<file path="src/id_macros.svh">
`ifndef ID_MACROS_SVH
`define ID_MACROS_SVH

// datapath sizes
`define ID_XLEN      32
`define ID_REG_AW    5
`define ID_NUM_REGS  32
`define ID_ALU_OP_W  12

// instruction field positions
`define ID_RD_F      4:0
`define ID_RJ_F      9:5
`define ID_RK_F      14:10
`define ID_I12_F     21:10
`define ID_I16_F     25:10
`define ID_I20_F     24:5
// offs26 is stored split, upper ten bits in the low field
`define ID_I26_HI_F  9:0
`define ID_I26_LO_F  25:10

`endif

</file>
<file path="src/id_pkg.sv">
`include "id_macros.svh"

package id_pkg;

    typedef logic [`ID_XLEN-1:0]     word_t;
    typedef logic [`ID_REG_AW-1:0]   reg_addr_t;
    typedef logic [`ID_ALU_OP_W-1:0] alu_op_t;

    // bit index of each operation inside alu_op_t
    typedef enum int {
        alu_add  = 0,
        alu_sub  = 1,
        alu_slt  = 2,
        alu_sltu = 3,
        alu_and  = 4,
        alu_nor  = 5,
        alu_or   = 6,
        alu_xor  = 7,
        alu_sll  = 8,
        alu_srl  = 9,
        alu_sra  = 10,
        alu_lui  = 11
    } alu_bit_e;

    typedef enum logic [3:0] {
        mem_none,
        mem_ld_b,
        mem_ld_h,
        mem_ld_w,
        mem_ld_bu,
        mem_ld_hu,
        mem_st_b,
        mem_st_h,
        mem_st_w
    } mem_op_t;

    typedef enum logic [3:0] {
        br_none,
        br_beq,
        br_bne,
        br_blt,
        br_bge,
        br_bltu,
        br_bgeu,
        br_b,
        br_bl,
        br_jirl
    } br_kind_t;

endpackage

</file>
<file path="src/inst_decoder.sv">
`timescale 1ns/1ns
`include "id_macros.svh"

module inst_decoder (
    input  id_pkg::word_t     inst,
    output id_pkg::alu_op_t   alu_op,
    output id_pkg::mem_op_t   mem_op,
    output id_pkg::br_kind_t  br_kind,
    output logic              src1_is_pc,
    output logic              src2_is_imm,
    output logic              need_r1,
    output logic              need_r2,
    output logic              rf_we,
    output id_pkg::reg_addr_t rj,
    output id_pkg::reg_addr_t raddr2,
    output id_pkg::reg_addr_t dest,
    output id_pkg::word_t     imm,
    output id_pkg::word_t     br_offs
);
    wire [5:0]  op_31_26 = inst[31:26];
    wire [3:0]  op_25_22 = inst[25:22];
    wire [1:0]  op_21_20 = inst[21:20];
    wire [4:0]  op_19_15 = inst[19:15];
    wire [4:0]  rd       = inst[`ID_RD_F];
    wire [4:0]  rk       = inst[`ID_RK_F];
    wire [11:0] i12      = inst[`ID_I12_F];
    wire [15:0] i16      = inst[`ID_I16_F];
    wire [19:0] i20      = inst[`ID_I20_F];
    wire [25:0] i26      = {inst[`ID_I26_HI_F], inst[`ID_I26_LO_F]};

    // 3-register and shift-immediate groups share the upper opcode bits
    wire grp_3r  = (op_31_26 == 6'h00) && (op_25_22 == 4'h0) && (op_21_20 == 2'h1);
    wire grp_shi = (op_31_26 == 6'h00) && (op_25_22 == 4'h1) && (op_21_20 == 2'h0);
    wire grp_2ri = (op_31_26 == 6'h00);
    wire grp_mem = (op_31_26 == 6'h0a);

    wire inst_add   = grp_3r && (op_19_15 == 5'h00);
    wire inst_sub   = grp_3r && (op_19_15 == 5'h02);
    wire inst_slt   = grp_3r && (op_19_15 == 5'h04);
    wire inst_sltu  = grp_3r && (op_19_15 == 5'h05);
    wire inst_nor   = grp_3r && (op_19_15 == 5'h08);
    wire inst_and   = grp_3r && (op_19_15 == 5'h09);
    wire inst_or    = grp_3r && (op_19_15 == 5'h0a);
    wire inst_xor   = grp_3r && (op_19_15 == 5'h0b);
    wire inst_sll   = grp_3r && (op_19_15 == 5'h0e);
    wire inst_srl   = grp_3r && (op_19_15 == 5'h0f);
    wire inst_sra   = grp_3r && (op_19_15 == 5'h10);
    wire inst_slli  = grp_shi && (op_19_15 == 5'h01);
    wire inst_srli  = grp_shi && (op_19_15 == 5'h09);
    wire inst_srai  = grp_shi && (op_19_15 == 5'h11);
    wire inst_slti  = grp_2ri && (op_25_22 == 4'h8);
    wire inst_sltui = grp_2ri && (op_25_22 == 4'h9);
    wire inst_addi  = grp_2ri && (op_25_22 == 4'ha);
    wire inst_andi  = grp_2ri && (op_25_22 == 4'hd);
    wire inst_ori   = grp_2ri && (op_25_22 == 4'he);
    wire inst_xori  = grp_2ri && (op_25_22 == 4'hf);
    wire inst_lu12i = (op_31_26 == 6'h05) && !inst[25];
    wire inst_pcadd = (op_31_26 == 6'h07) && !inst[25];
    wire inst_ld_b  = grp_mem && (op_25_22 == 4'h0);
    wire inst_ld_h  = grp_mem && (op_25_22 == 4'h1);
    wire inst_ld_w  = grp_mem && (op_25_22 == 4'h2);
    wire inst_st_b  = grp_mem && (op_25_22 == 4'h4);
    wire inst_st_h  = grp_mem && (op_25_22 == 4'h5);
    wire inst_st_w  = grp_mem && (op_25_22 == 4'h6);
    wire inst_ld_bu = grp_mem && (op_25_22 == 4'h8);
    wire inst_ld_hu = grp_mem && (op_25_22 == 4'h9);
    wire inst_jirl  = (op_31_26 == 6'h13);
    wire inst_b     = (op_31_26 == 6'h14);
    wire inst_bl    = (op_31_26 == 6'h15);
    wire inst_beq   = (op_31_26 == 6'h16);
    wire inst_bne   = (op_31_26 == 6'h17);
    wire inst_blt   = (op_31_26 == 6'h18);
    wire inst_bge   = (op_31_26 == 6'h19);
    wire inst_bltu  = (op_31_26 == 6'h1a);
    wire inst_bgeu  = (op_31_26 == 6'h1b);

    wire is_load  = inst_ld_b | inst_ld_h | inst_ld_w | inst_ld_bu | inst_ld_hu;
    wire is_store = inst_st_b | inst_st_h | inst_st_w;
    wire is_cbr   = inst_beq | inst_bne | inst_blt | inst_bge | inst_bltu | inst_bgeu;
    wire is_3r    = inst_add | inst_sub | inst_slt | inst_sltu | inst_nor | inst_and
                  | inst_or | inst_xor | inst_sll | inst_srl | inst_sra;
    wire is_ri    = inst_slli | inst_srli | inst_srai | inst_slti | inst_sltui | inst_addi
                  | inst_andi | inst_ori | inst_xori;

    wire need_ui5  = inst_slli | inst_srli | inst_srai;
    wire need_si12 = inst_addi | inst_slti | inst_sltui | is_load | is_store;
    wire need_si20 = inst_lu12i | inst_pcadd;
    wire src2_is_4 = inst_jirl | inst_bl;

    assign alu_op[id_pkg::alu_add]  = inst_add | inst_addi | is_load | is_store
                                    | inst_jirl | inst_bl | inst_pcadd;
    assign alu_op[id_pkg::alu_sub]  = inst_sub;
    assign alu_op[id_pkg::alu_slt]  = inst_slt | inst_slti;
    assign alu_op[id_pkg::alu_sltu] = inst_sltu | inst_sltui;
    assign alu_op[id_pkg::alu_and]  = inst_and | inst_andi;
    assign alu_op[id_pkg::alu_nor]  = inst_nor;
    assign alu_op[id_pkg::alu_or]   = inst_or | inst_ori;
    assign alu_op[id_pkg::alu_xor]  = inst_xor | inst_xori;
    assign alu_op[id_pkg::alu_sll]  = inst_sll | inst_slli;
    assign alu_op[id_pkg::alu_srl]  = inst_srl | inst_srli;
    assign alu_op[id_pkg::alu_sra]  = inst_sra | inst_srai;
    assign alu_op[id_pkg::alu_lui]  = inst_lu12i;

    assign mem_op = inst_ld_b  ? id_pkg::mem_ld_b  :
                    inst_ld_h  ? id_pkg::mem_ld_h  :
                    inst_ld_w  ? id_pkg::mem_ld_w  :
                    inst_ld_bu ? id_pkg::mem_ld_bu :
                    inst_ld_hu ? id_pkg::mem_ld_hu :
                    inst_st_b  ? id_pkg::mem_st_b  :
                    inst_st_h  ? id_pkg::mem_st_h  :
                    inst_st_w  ? id_pkg::mem_st_w  : id_pkg::mem_none;

    assign br_kind = inst_beq  ? id_pkg::br_beq  :
                     inst_bne  ? id_pkg::br_bne  :
                     inst_blt  ? id_pkg::br_blt  :
                     inst_bge  ? id_pkg::br_bge  :
                     inst_bltu ? id_pkg::br_bltu :
                     inst_bgeu ? id_pkg::br_bgeu :
                     inst_b    ? id_pkg::br_b    :
                     inst_bl   ? id_pkg::br_bl   :
                     inst_jirl ? id_pkg::br_jirl : id_pkg::br_none;

    assign imm = src2_is_4              ? 32'h4 :
                 need_si20              ? {i20, 12'b0} :
                 (need_ui5 | need_si12) ? {{20{i12[11]}}, i12} :
                                          {20'b0, i12};

    assign br_offs = (inst_b | inst_bl) ? {{4{i26[25]}}, i26, 2'b0}
                                        : {{14{i16[15]}}, i16, 2'b0};

    assign src1_is_pc  = inst_jirl | inst_bl | inst_pcadd;
    assign src2_is_imm = is_ri | is_load | is_store | need_si20 | src2_is_4;
    assign need_r1     = is_3r | is_ri | is_load | is_store | is_cbr | inst_jirl;
    assign need_r2     = is_3r | is_store | is_cbr;
    assign rf_we       = !(is_store | is_cbr | inst_b);
    assign rj          = inst[`ID_RJ_F];
    // branches and stores read rd as second source
    assign raddr2      = (is_cbr | is_store) ? rd : rk;
    assign dest        = inst_bl ? 5'd1 : rd;

    a_alu_onehot: assert property (@(alu_op) $onehot0(alu_op))
        else $error("alu_op not one-hot: %b", alu_op);

endmodule

</file>
<file path="src/operand_fetch.sv">
`timescale 1ns/1ns
`include "id_macros.svh"

module operand_fetch (
    input  logic              clk,
    input  logic              resetn,
    input  id_pkg::reg_addr_t rj,
    input  id_pkg::reg_addr_t raddr2,
    input  logic              need_r1,
    input  logic              need_r2,
    input  logic              ex_fwd_we,
    input  id_pkg::reg_addr_t ex_fwd_addr,
    input  id_pkg::word_t     ex_fwd_data,
    input  logic              ex_is_load,
    input  logic              mem_fwd_we,
    input  id_pkg::reg_addr_t mem_fwd_addr,
    input  id_pkg::word_t     mem_fwd_data,
    input  logic              wb_we,
    input  id_pkg::reg_addr_t wb_addr,
    input  id_pkg::word_t     wb_data,
    output id_pkg::word_t     rj_value,
    output id_pkg::word_t     rkd_value,
    output logic              stall
);
    id_pkg::word_t rf [`ID_NUM_REGS];
    logic          ex_hit1;
    logic          ex_hit2;

    // r0 is never written, reads of it are forced to zero below
    always_ff @(posedge clk) begin
        if (wb_we && wb_addr != '0) begin
            rf[wb_addr] <= wb_data;
        end
    end

    // youngest producer wins
    function automatic id_pkg::word_t fwd_value(input id_pkg::reg_addr_t addr);
        id_pkg::word_t value;
        if (addr == '0) begin
            value = '0;
        end else if (ex_fwd_we && ex_fwd_addr == addr) begin
            value = ex_fwd_data;
        end else if (mem_fwd_we && mem_fwd_addr == addr) begin
            value = mem_fwd_data;
        end else if (wb_we && wb_addr == addr) begin
            value = wb_data;
        end else begin
            value = rf[addr];
        end
        return value;
    endfunction

    always_comb begin
        rj_value  = fwd_value(rj);
        rkd_value = fwd_value(raddr2);
    end

    // load result not ready until mem stage
    assign ex_hit1 = ex_fwd_we && (ex_fwd_addr == rj) && (rj != '0);
    assign ex_hit2 = ex_fwd_we && (ex_fwd_addr == raddr2) && (raddr2 != '0);
    assign stall   = ex_is_load && ((need_r1 && ex_hit1) || (need_r2 && ex_hit2));

    a_r0_zero: assert property (@(posedge clk) disable iff (!resetn)
        (wb_we && wb_addr == '0) |=>
            (rj != '0 || rj_value == '0) && (raddr2 != '0 || rkd_value == '0))
        else $error("write to r0 leaked into a read");

endmodule

</file>
<file path="src/issue_control.sv">
`timescale 1ns/1ns
`include "id_macros.svh"

module issue_control (
    input  logic              clk,
    input  logic              resetn,
    input  logic              if_valid,
    input  id_pkg::word_t     if_inst,
    input  id_pkg::word_t     if_pc,
    output logic              id_allowin,
    output id_pkg::word_t     inst,
    output id_pkg::word_t     pc,
    input  id_pkg::alu_op_t   dec_alu_op,
    input  id_pkg::mem_op_t   dec_mem_op,
    input  id_pkg::br_kind_t  br_kind,
    input  logic              src1_is_pc,
    input  logic              src2_is_imm,
    input  logic              dec_rf_we,
    input  id_pkg::reg_addr_t dest,
    input  id_pkg::word_t     imm,
    input  id_pkg::word_t     br_offs,
    input  id_pkg::word_t     rj_value,
    input  id_pkg::word_t     rkd_value,
    input  logic              stall,
    input  logic              ex_allowin,
    output logic              ex_valid,
    output id_pkg::alu_op_t   alu_op,
    output id_pkg::word_t     alu_src1,
    output id_pkg::word_t     alu_src2,
    output logic              rf_we,
    output id_pkg::reg_addr_t rf_waddr,
    output id_pkg::mem_op_t   mem_op,
    output id_pkg::word_t     store_data,
    output logic              br_taken,
    output id_pkg::word_t     br_target
);
    logic valid;
    logic ready_go;
    logic rj_eq;
    logic rj_lt_s;
    logic rj_lt_u;
    logic br_cond;

    assign ready_go   = !stall;
    assign id_allowin = !valid || (ready_go && ex_allowin);
    assign ex_valid   = valid && ready_go;

    // the slot behind a taken branch is wrong-path
    always_ff @(posedge clk) begin
        if (!resetn) begin
            valid <= 1'b0;
        end else if (id_allowin) begin
            valid <= if_valid && !br_taken;
        end
    end

    always_ff @(posedge clk) begin
        if (if_valid && id_allowin) begin
            inst <= if_inst;
            pc   <= if_pc;
        end
    end

    assign rj_eq   = (rj_value == rkd_value);
    assign rj_lt_s = ($signed(rj_value) < $signed(rkd_value));
    assign rj_lt_u = (rj_value < rkd_value);

    always_comb begin
        case (br_kind)
            id_pkg::br_beq:  br_cond = rj_eq;
            id_pkg::br_bne:  br_cond = !rj_eq;
            id_pkg::br_blt:  br_cond = rj_lt_s;
            id_pkg::br_bge:  br_cond = !rj_lt_s;
            id_pkg::br_bltu: br_cond = rj_lt_u;
            id_pkg::br_bgeu: br_cond = !rj_lt_u;
            id_pkg::br_b,
            id_pkg::br_bl,
            id_pkg::br_jirl: br_cond = 1'b1;
            default:         br_cond = 1'b0;
        endcase
    end

    assign br_taken  = valid && !stall && br_cond;
    assign br_target = (br_kind == id_pkg::br_jirl) ? rj_value + br_offs : pc + br_offs;

    assign alu_op     = dec_alu_op;
    assign mem_op     = dec_mem_op;
    assign rf_we      = dec_rf_we;
    assign rf_waddr   = dest;
    assign alu_src1   = src1_is_pc ? pc : rj_value;
    assign alu_src2   = src2_is_imm ? imm : rkd_value;
    assign store_data = rkd_value;

    // a stalled instruction stays put and is not offered downstream
    a_stall_hold: assert property (@(posedge clk) disable iff (!resetn)
        (valid && stall) |-> !ex_valid ##1 (valid && $stable(inst) && $stable(pc)))
        else $error("instruction moved during load-use stall");

endmodule

</file>
<file path="src/id_stage.sv">
`timescale 1ns/1ns
`include "id_macros.svh"

module id_stage (
    input  logic              clk,
    input  logic              resetn,
    // fetch side
    input  logic              if_valid,
    input  id_pkg::word_t     if_inst,
    input  id_pkg::word_t     if_pc,
    output logic              id_allowin,
    output logic              br_taken,
    output id_pkg::word_t     br_target,
    // execute side
    input  logic              ex_allowin,
    output logic              ex_valid,
    output id_pkg::alu_op_t   alu_op,
    output id_pkg::word_t     alu_src1,
    output id_pkg::word_t     alu_src2,
    output logic              rf_we,
    output id_pkg::reg_addr_t rf_waddr,
    output id_pkg::word_t     pc,
    output id_pkg::mem_op_t   mem_op,
    output id_pkg::word_t     store_data,
    // bypass and writeback
    input  logic              ex_fwd_we,
    input  id_pkg::reg_addr_t ex_fwd_addr,
    input  id_pkg::word_t     ex_fwd_data,
    input  logic              ex_is_load,
    input  logic              mem_fwd_we,
    input  id_pkg::reg_addr_t mem_fwd_addr,
    input  id_pkg::word_t     mem_fwd_data,
    input  logic              wb_we,
    input  id_pkg::reg_addr_t wb_addr,
    input  id_pkg::word_t     wb_data
);
    id_pkg::word_t     inst;
    id_pkg::alu_op_t   dec_alu_op;
    id_pkg::mem_op_t   dec_mem_op;
    id_pkg::br_kind_t  br_kind;
    logic              src1_is_pc;
    logic              src2_is_imm;
    logic              need_r1;
    logic              need_r2;
    logic              dec_rf_we;
    id_pkg::reg_addr_t rj;
    id_pkg::reg_addr_t raddr2;
    id_pkg::reg_addr_t dest;
    id_pkg::word_t     imm;
    id_pkg::word_t     br_offs;
    id_pkg::word_t     rj_value;
    id_pkg::word_t     rkd_value;
    logic              stall;

    inst_decoder inst_decoder_i (
        .inst        (inst),
        .alu_op      (dec_alu_op),
        .mem_op      (dec_mem_op),
        .br_kind     (br_kind),
        .src1_is_pc  (src1_is_pc),
        .src2_is_imm (src2_is_imm),
        .need_r1     (need_r1),
        .need_r2     (need_r2),
        .rf_we       (dec_rf_we),
        .rj          (rj),
        .raddr2      (raddr2),
        .dest        (dest),
        .imm         (imm),
        .br_offs     (br_offs)
    );

    operand_fetch operand_fetch_i (
        .clk          (clk),
        .resetn       (resetn),
        .rj           (rj),
        .raddr2       (raddr2),
        .need_r1      (need_r1),
        .need_r2      (need_r2),
        .ex_fwd_we    (ex_fwd_we),
        .ex_fwd_addr  (ex_fwd_addr),
        .ex_fwd_data  (ex_fwd_data),
        .ex_is_load   (ex_is_load),
        .mem_fwd_we   (mem_fwd_we),
        .mem_fwd_addr (mem_fwd_addr),
        .mem_fwd_data (mem_fwd_data),
        .wb_we        (wb_we),
        .wb_addr      (wb_addr),
        .wb_data      (wb_data),
        .rj_value     (rj_value),
        .rkd_value    (rkd_value),
        .stall        (stall)
    );

    issue_control issue_control_i (
        .clk         (clk),
        .resetn      (resetn),
        .if_valid    (if_valid),
        .if_inst     (if_inst),
        .if_pc       (if_pc),
        .id_allowin  (id_allowin),
        .inst        (inst),
        .pc          (pc),
        .dec_alu_op  (dec_alu_op),
        .dec_mem_op  (dec_mem_op),
        .br_kind     (br_kind),
        .src1_is_pc  (src1_is_pc),
        .src2_is_imm (src2_is_imm),
        .dec_rf_we   (dec_rf_we),
        .dest        (dest),
        .imm         (imm),
        .br_offs     (br_offs),
        .rj_value    (rj_value),
        .rkd_value   (rkd_value),
        .stall       (stall),
        .ex_allowin  (ex_allowin),
        .ex_valid    (ex_valid),
        .alu_op      (alu_op),
        .alu_src1    (alu_src1),
        .alu_src2    (alu_src2),
        .rf_we       (rf_we),
        .rf_waddr    (rf_waddr),
        .mem_op      (mem_op),
        .store_data  (store_data),
        .br_taken    (br_taken),
        .br_target   (br_target)
    );

endmodule

</file>
<file path="config.mk">
export PLATFORM = sky130hd
export DESIGN_NAME = id_stage
export DESIGN_NICKNAME = d
export VERILOG_FILES = /design/src/id_pkg.sv /design/src/inst_decoder.sv /design/src/operand_fetch.sv /design/src/issue_control.sv /design/src/id_stage.sv
export VERILOG_INCLUDE_DIRS = /design/src
export SDC_FILE = /design/constraint.sdc
export NUM_CORES = 2
export LEC_CHECK = 0
export BUFFER_PORTS_ARGS = -buffer_cell sky130_fd_sc_hd__buf_2
export CORE_MARGIN = 2
export CORE_UTILIZATION = 50
export DETAILED_ROUTE_END_ITERATION = 7
export GPL_ROUTABILITY_DRIVEN = 0
export PLACE_DENSITY = 0.68
export SKIP_CTS_REPAIR_TIMING = 1
export SYNTH_ARGS = -nofsm -noshare
export SYNTH_HDL_FRONTEND = slang
export SYNTH_HIERARCHICAL = 1
export SYNTH_SLANG_ARGS = --single-unit
export TNS_END_PERCENT = 100
</file>
<file path="constraint.sdc">
create_clock -name clk -period 11.4 [get_ports clk]
set_input_delay 1.14 -clock clk [delete_from_list [all_inputs] [get_ports clk]]
set_output_delay 1.14 -clock clk [all_outputs]
set_load 0.02 [all_outputs]
</file>
After elaboration in Yosys (flattened, before gate mapping) --
Memory sizes are Yosys's and may differ from the RTL's. A register that Yosys moved wholly into a read port is not among the register bits. Index checks and enable logic that the tools add are counted. Widths: inputs -> output; s select.
Storage, ports and cells: bits in registers 65, bits in latches 0, RAM bits 1024, bits in read-only memories 0, bits of input ports 183, output and inout port bits 185, word-level logic and storage cells 234, memories 1
Operators by class: add/subtract/negate cells 2, multiply operators 0, div/mod/pow operators 0, magnitude comparators 2, eq/ne operators 52, shifts and indexed selects 0, muxes and demuxes 38, bitwise operators 65, reduce and logical (&&, ||, !) cells 71
Memory list:
- operand_fetch_i.rf | depth 32, bits a word 32, read ports 2, clocked after memory_dff 1, write ports 1, RTL line operand_fetch.sv:25 | id_pkg::word_t rf [`ID_NUM_REGS];
Operator list (count):
- $mux 32 | 15
- $mux 4 | 17
- $or 1x1->1 | 65
- $add 32x32->32 | 2
- $lt 32x32->1 | 2
- $eq 6x5->1 const B | 9
- $logic_and 1x1->1 | 51
- $eq 32x32->1 | 1
- $eq 4x4->1 const B | 8
- $eq 5x4->1 const B | 6
- $eq 5x5->1 | 6
- $eq 4x3->1 const B | 7
- $logic_not 5->1 | 3
- $mux 5 | 3
- $reduce_bool 5->1 | 3
- $eq 4x2->1 const B | 3
- $eq 6x3->1 const B | 2
- $eq 5x3->1 const B | 2
- $eq 5x5->1 const B | 2
- $eq 4x1->1 const B | 2
- $logic_not 1->1 | 8
- $pmux 1 s7 | 1
- $eq 6x4->1 const B | 1
- $logic_not 6->1 | 1
- 8 further kinds | 10

Depth between registers and ports, before layout --
word-level depth 27, depth in mapped cells 26, mapped depth without buffers 21

Cells and area by module --
Netlist, hierarchy kept.
By module, submodules not included:
- operand_fetch | instances 1, cells each 2559, area each 49227.2 sq um, sequential area each 30749.5 sq um
- issue_control | instances 1, cells each 603, area each 5870.6 sq um, sequential area each 1941.9 sq um
- inst_decoder | instances 1, cells each 231, area each 1413.9 sq um, sequential area each 0.0 sq um

Worst setup path after synthesis --
No wires, ideal clock.
path type register to output, from reg issue_control_i.inst[25], to out br_taken, arrival time 5.148 ns, required time 10.260 ns, slack 5.112 ns, stages on the path, launching flop included 26, buffers on the path 5, cell sequence edfxtp_1 -> clkbuf_1 -> nor3_1 -> nand4_1 -> o21a_4 -> mux2_2 -> buf_4 -> buf_4 -> buf_2 -> buf_2 -> nand2_1 -> o22ai_1 -> nor4_1 -> nor2_1 -> nor4_1 -> inv_1 -> ha_1 -> nand4_1 -> or2_1 -> nor4b_2 -> nor2_1 -> a31oi_1 -> nor2b_1 -> nor3_1 -> a221oi_2 -> a21oi_1
On the way: elaborated cells on any way between the ends 105, those cells by class order compare (2); eq/ne (15); mux (6); bitwise (32); reduce/logical (49); memory (1)
RTL lines:
- start: declaration | RTL line issue_control.sv:11 | output id_pkg::word_t inst,
- start signal: assignment | RTL line issue_control.sv:59 | inst <= if_inst;
- $eq 4x3->1 (on tied branches) | RTL line inst_decoder.sv:62, inst_decoder.sv:63
- $logic_and 1x1->1 (on tied branches) | RTL line inst_decoder.sv:62, inst_decoder.sv:63
- $or 1x1->1 | RTL line inst_decoder.sv:78 | wire is_store = inst_st_b | inst_st_h | inst_st_w;
- $or 1x1->1 * | RTL line inst_decoder.sv:78
- $or 1x1->1 * | RTL line inst_decoder.sv:138 | assign raddr2 = (is_cbr | is_store) ? rd : rk;
- $mux 5 * | RTL line inst_decoder.sv:138
- named net raddr2[0] | RTL line id_stage.sv:47 | id_pkg::reg_addr_t raddr2;
- branches (longest 5 deep; another with $mem_v2 32x32)
- $mux 32 * | RTL line operand_fetch.sv:39 | if (addr == '0) begin
- named net rkd_value[25] | RTL line id_stage.sv:52 | id_pkg::word_t rkd_value;
- $lt 32x32->1, or another cell as far along | RTL line issue_control.sv:66 | assign rj_lt_u = (rj_value < rkd_value);
- $logic_not 1->1 (on tied branches) | RTL line issue_control.sv:75, issue_control.sv:71, issue_control.sv:73
- $pmux 1 s7 * | RTL line issue_control.sv:69 | case (br_kind)
- $logic_and 1x1->1 * | RTL line issue_control.sv:83 | assign br_taken = valid && !stall && br_cond;
- end: declaration | RTL line id_stage.sv:12 | output logic br_taken,
Mark *: on every way through the listed nets, which the timed path passes.

Worst setup path in the final report --
from reg issue_control_i.inst[25], to out br_taken
On the way: elaborated cells on any way between the ends 105, those cells by class order compare (2); eq/ne (15); mux (6); bitwise (32); reduce/logical (49); memory (1)
RTL lines (RTL line):
- $eq 4x3->1 (on tied branches) | inst_decoder.sv:62, inst_decoder.sv:63
- $logic_and 1x1->1 (on tied branches) | inst_decoder.sv:62, inst_decoder.sv:63
- $or 1x1->1 | inst_decoder.sv:78
- $or 1x1->1 * | inst_decoder.sv:78
- $or 1x1->1 * | inst_decoder.sv:138
- $mux 5 * | inst_decoder.sv:138
- named net raddr2[0] | id_stage.sv:47
- branches (longest 9 deep; another with $mem_v2 32x32)
- $logic_and 1x1->1 * | issue_control.sv:83
Marks and branches as above.

==> results.json <==
{
  "status": "completed",
  "period_minus_slack_ps": 9840,
  "worstReg2RegStart": "issue_control_i/inst[25]",
  "worst_ir_drop_vdd_mv": 0.137,
  "post-route-drc-count": 0,
  "synth.largest_area_cell": "sky130_fd_sc_hd__edfxtp_1",
  "dp.final_hpwl_um": 124000,
  "ys_top_cells_by_count": "sky130_fd_sc_hd__edfxtp_1 (1088), sky130_fd_sc_hd__mux4_2 (492), sky130_fd_sc_hd__nand2_1 (138), sky130_fd_sc_hd__buf_4 (123), sky130_fd_sc_hd__nor2_1 (118)",
  "max_cap_viol_count": 0,
  "r2r_setup_slack_ps": 3470,
  "worstSetupEndpointType": "output port",
  "tritoncts_clock_tree": "built",
  "power.sequential.fraction_pct": 44.9,
  "r2r_cells": 22,
  "chipHeight_um": 340,
  "yosysMostFrequentCell": "sky130_fd_sc_hd__edfxtp_1",
  "die-area_um2": 116000,
  "placed_area_um2": 59400,
  "cts.sink_count": 1089,
  "nFillCells": 8621,
  "p_comb_share_pct": 18.2,
  "finalHoldViolations": 0,
  "synth_sequential_area_ratio_pct": 57.8,
  "critPathLaunch": "issue_control_i/inst[25]",
  "setup_total_negative_slack_ps": 0,
  "internal_power_mw": 7.34,
  "setup_viol": 0,
  "netlist_instances": 3393,
  "drt_pre_antenna_iters": 6,
  "grt_pass1_wl_um": 268000,
  "fmax_mhz": 102,
  "route.detailed.wl_per_inst_um": 36.5,
  "regToRegEndpoint": "issue_control_i/valid",
  "unrepaired_setup_endpoints_after_global_routing": "false",
  "top_area_cells_in_the_synthesized_netlist": "sky130_fd_sc_hd__edfxtp_1 (58%), sky130_fd_sc_hd__mux4_2 (20%), sky130_fd_sc_hd__mux2_2 (2.2%), sky130_fd_sc_hd__mux2i_1 (1.7%), sky130_fd_sc_hd__buf_4 (1.6%)",
  "final_layout_size_suffix_gt1_share_pct": 35.7,
  "path_clk_slew_ps": 80,
  "timing.setup.critical_path_class": "reg2out",
  "detail_route.vias_per_cell": 7.15,
  "yosys.area.top_type_share_pct": 57.8,
  "ant_nets": 0,
  "synth_cell_types": 93,
  "synthArstFlopShare_pct": 0,
  "holdCritPathClass": "in2reg",
  "initial_utilization_pct": 50.3,
  "switching_share_pct": 27.4,
  "io_count": 368,
  "data_required_critical_path_ps": 10260,
  "slew_headroom_pct": 13.7,
  "worstPathMaxFanout": 87,
  "grt_start_max_net_pins": 108,
  "worst_setup_path_endpoint": "br_taken",
  "synthFlopType": "sky130_fd_sc_hd__edfxtp_1",
  "ctsHtreeMaxLevel": 3,
  "cellLeakagePower_nw": 21.0,
  "clock_tree.root_cell": "sky130_fd_sc_hd__clkbuf_16",
  "placement_rows": 123,
  "max_slew.worst_pin.slew_ps": 1290,
  "syn_area_per_cell_um2": 16.7,
  "global_route.usage.total_pct": 32.6,
  "final_max_slew_viol_count": 0,
  "worst_skew_pair.late_latency_ps": 710,
  "layout-area-overhead-vs-synth_pct": 11.8,
  "final.setup_skew_ps": 27.3,
  "dr_total_vias": 37556,
  "critPathLaunchType": "register",
  "die_w_um": 340,
  "yosys_register_bits": 1089,
  "design.core.area_um2": 112000,
  "fin_crit_sh_pct": 86.3,
  "final_area_um2": 63200,
  "synth_enable_flop_cells": 1088,
  "via_count_of_the_first_global_routing_pass": 35837,
  "power.clock.fraction_pct": 36.9,
  "powerDensity_nw_per_um2": 160,
  "layout_setup_ws_ps": 1560,
  "globalRoute.totalOverflow": 0,
  "grt_antenna_before_repair": 21,
  "finalNetCount": 3901,
  "cts_made_buffers": 109,
  "post-route-util_pct": 56.2,
  "cts_buffer_depth": 3,
  "yosys_warnings": 6,
  "route.final.wire_length_um": 192000,
  "synthesis.area_um2": 56500,
  "dp_worst_setup_slack_ps": 2680,
  "drt-initial-drc-count": 5845,
  "worst-endpoint-arrival_ps": 8700,
  "buffer_ports.inserted": 367,
  "net-switching-power_mw": 2.77
}
cell families (layout without fill, tap and decap cells):
group / Yosys count / in the layout / synth area share (%)
buffers and inverters: 397 / 714 / 3.95
and+or+nand+nor: 476 / 476 / 4.20
xor gates and xnor gates: 60 / 60 / 0.930
AOI/OAI and AO/OA: 589 / 589 / 7.32
other: 2 / 46 / 0.0133
DFF: 1089 / 1089 / 57.8
adders and majority gates: 64 / 64 / 1.43
muxes: 716 / 716 / 24.3
worst min-delay path by stage:
stage                     slack (ps)                        to             startpoint  cells past startpoint
final                            600     issue_control_i/pc[7]               if_pc[7]                      1
after global routing             590    issue_control_i/pc[20]              if_pc[20]                      1
after CTS                        570  issue_control_i/inst[10]            if_inst[10]                      1
after detailed placement         740     issue_control_i/pc[8]  issue_control_i/valid                      2
after global placement           760     issue_control_i/pc[8]  issue_control_i/valid                      2
after floorplan                  840     issue_control_i/valid  issue_control_i/valid                      5
critical path: stages, from the launching register on:
cell and delay (ps):
sky130_fd_sc_hd__edfxtp_1 530, sky130_fd_sc_hd__nor3_1 480, sky130_fd_sc_hd__nand4_1 270, sky130_fd_sc_hd__o21a_4 250
sky130_fd_sc_hd__mux2_8 760, sky130_fd_sc_hd__xor2_1 140, sky130_fd_sc_hd__nor4_1 560, sky130_fd_sc_hd__and3_1 960
sky130_fd_sc_hd__or3_1 210, sky130_fd_sc_hd__buf_4 410, sky130_fd_sc_hd__nor2_1 140, sky130_fd_sc_hd__nor4_1 610
sky130_fd_sc_hd__inv_1 150, sky130_fd_sc_hd__ha_1 310, sky130_fd_sc_hd__nand3_1 110, sky130_fd_sc_hd__o221ai_1 190
sky130_fd_sc_hd__a221oi_1 100, sky130_fd_sc_hd__o21ai_0 490, sky130_fd_sc_hd__a21oi_1 200, sky130_fd_sc_hd__nor2b_1 190
sky130_fd_sc_hd__nor3_1 220, sky130_fd_sc_hd__a221oi_2 70, sky130_fd_sc_hd__a21oi_1 220, sky130_fd_sc_hd__buf_2 200
per-stage QoR:
step           total power, mW  std cells  hold slack (ps)
2_1_floorplan             5.77       3425              836
3_3_place_gp              6.40       5041              765
3_5_place_dp              6.40       5041              739
4_1_cts                   10.1       5240              569
5_1_grt                   10.4       5247              586
6_report                  10.1       5254              598
state kept, by name, indices dropped and copies added (netlist names):
name and cells:
issue_control_i/inst 32, issue_control_i/valid 1, operand_fetch_i/rf 1024, issue_control_i/pc 32
layout make-up:
class / instances / area [um2] / area share, %
Antenna cell: 12 / 30.0 / 0.0475
Clock buffer: 134 / 2910 / 4.60
Clock inverter: 65 / 772 / 1.22
Inverter: 53 / 199 / 0.315
Multi-Input combinational cell: 1939 / 22100 / 34.9
Sequential cell: 1089 / 32700 / 51.8
Tap cell: 1500 / 1880 / 2.97
Timing Repair Buffer: 462 / 2630 / 4.17
power groups by stage:
stage	sequential (mW)	combinational, mW	clock (mW)
after global placement	4.62	1.78	0
final	4.54	1.84	3.74
after detailed placement	4.62	1.79	0
after floorplan	4.60	1.17	0
after global routing	4.54	1.90	3.91
after CTS	4.53	1.79	3.76
layer usage:
layer  GRT usage (%)  part of all wire, %
met1            42.2                   34
met2            51.0                   46
met3            8.29                   13
met4            17.6                  6.6
met5               0                0.065
layout by cell type (no fill, tap or decap), types with 35 or more instances in the layout:
cell type,netlist,final
sky130_fd_sc_hd__buf_2,97,369
sky130_fd_sc_hd__nor2_1,118,83
sky130_fd_sc_hd__clkbuf_16,0,113
sky130_fd_sc_hd__o22ai_1,100,100
sky130_fd_sc_hd__mux2_2,112,109
sky130_fd_sc_hd__edfxtp_1,1088,1088
sky130_fd_sc_hd__buf_4,123,86
sky130_fd_sc_hd__nor4_1,35,35
sky130_fd_sc_hd__o21ai_1,35,35
sky130_fd_sc_hd__xnor2_1,36,36
sky130_fd_sc_hd__nand2_1,138,138
sky130_fd_sc_hd__ha_1,63,63
sky130_fd_sc_hd__mux4_2,492,492
sky130_fd_sc_hd__inv_1,53,53
sky130_fd_sc_hd__a211oi_1,42,42
sky130_fd_sc_hd__a21oi_1,81,81
sky130_fd_sc_hd__o21ai_0,93,93
sky130_fd_sc_hd__mux2i_1,94,94
sky130_fd_sc_hd__a221oi_1,37,37
Note: power is estimated with default switching activity, not from simulation.
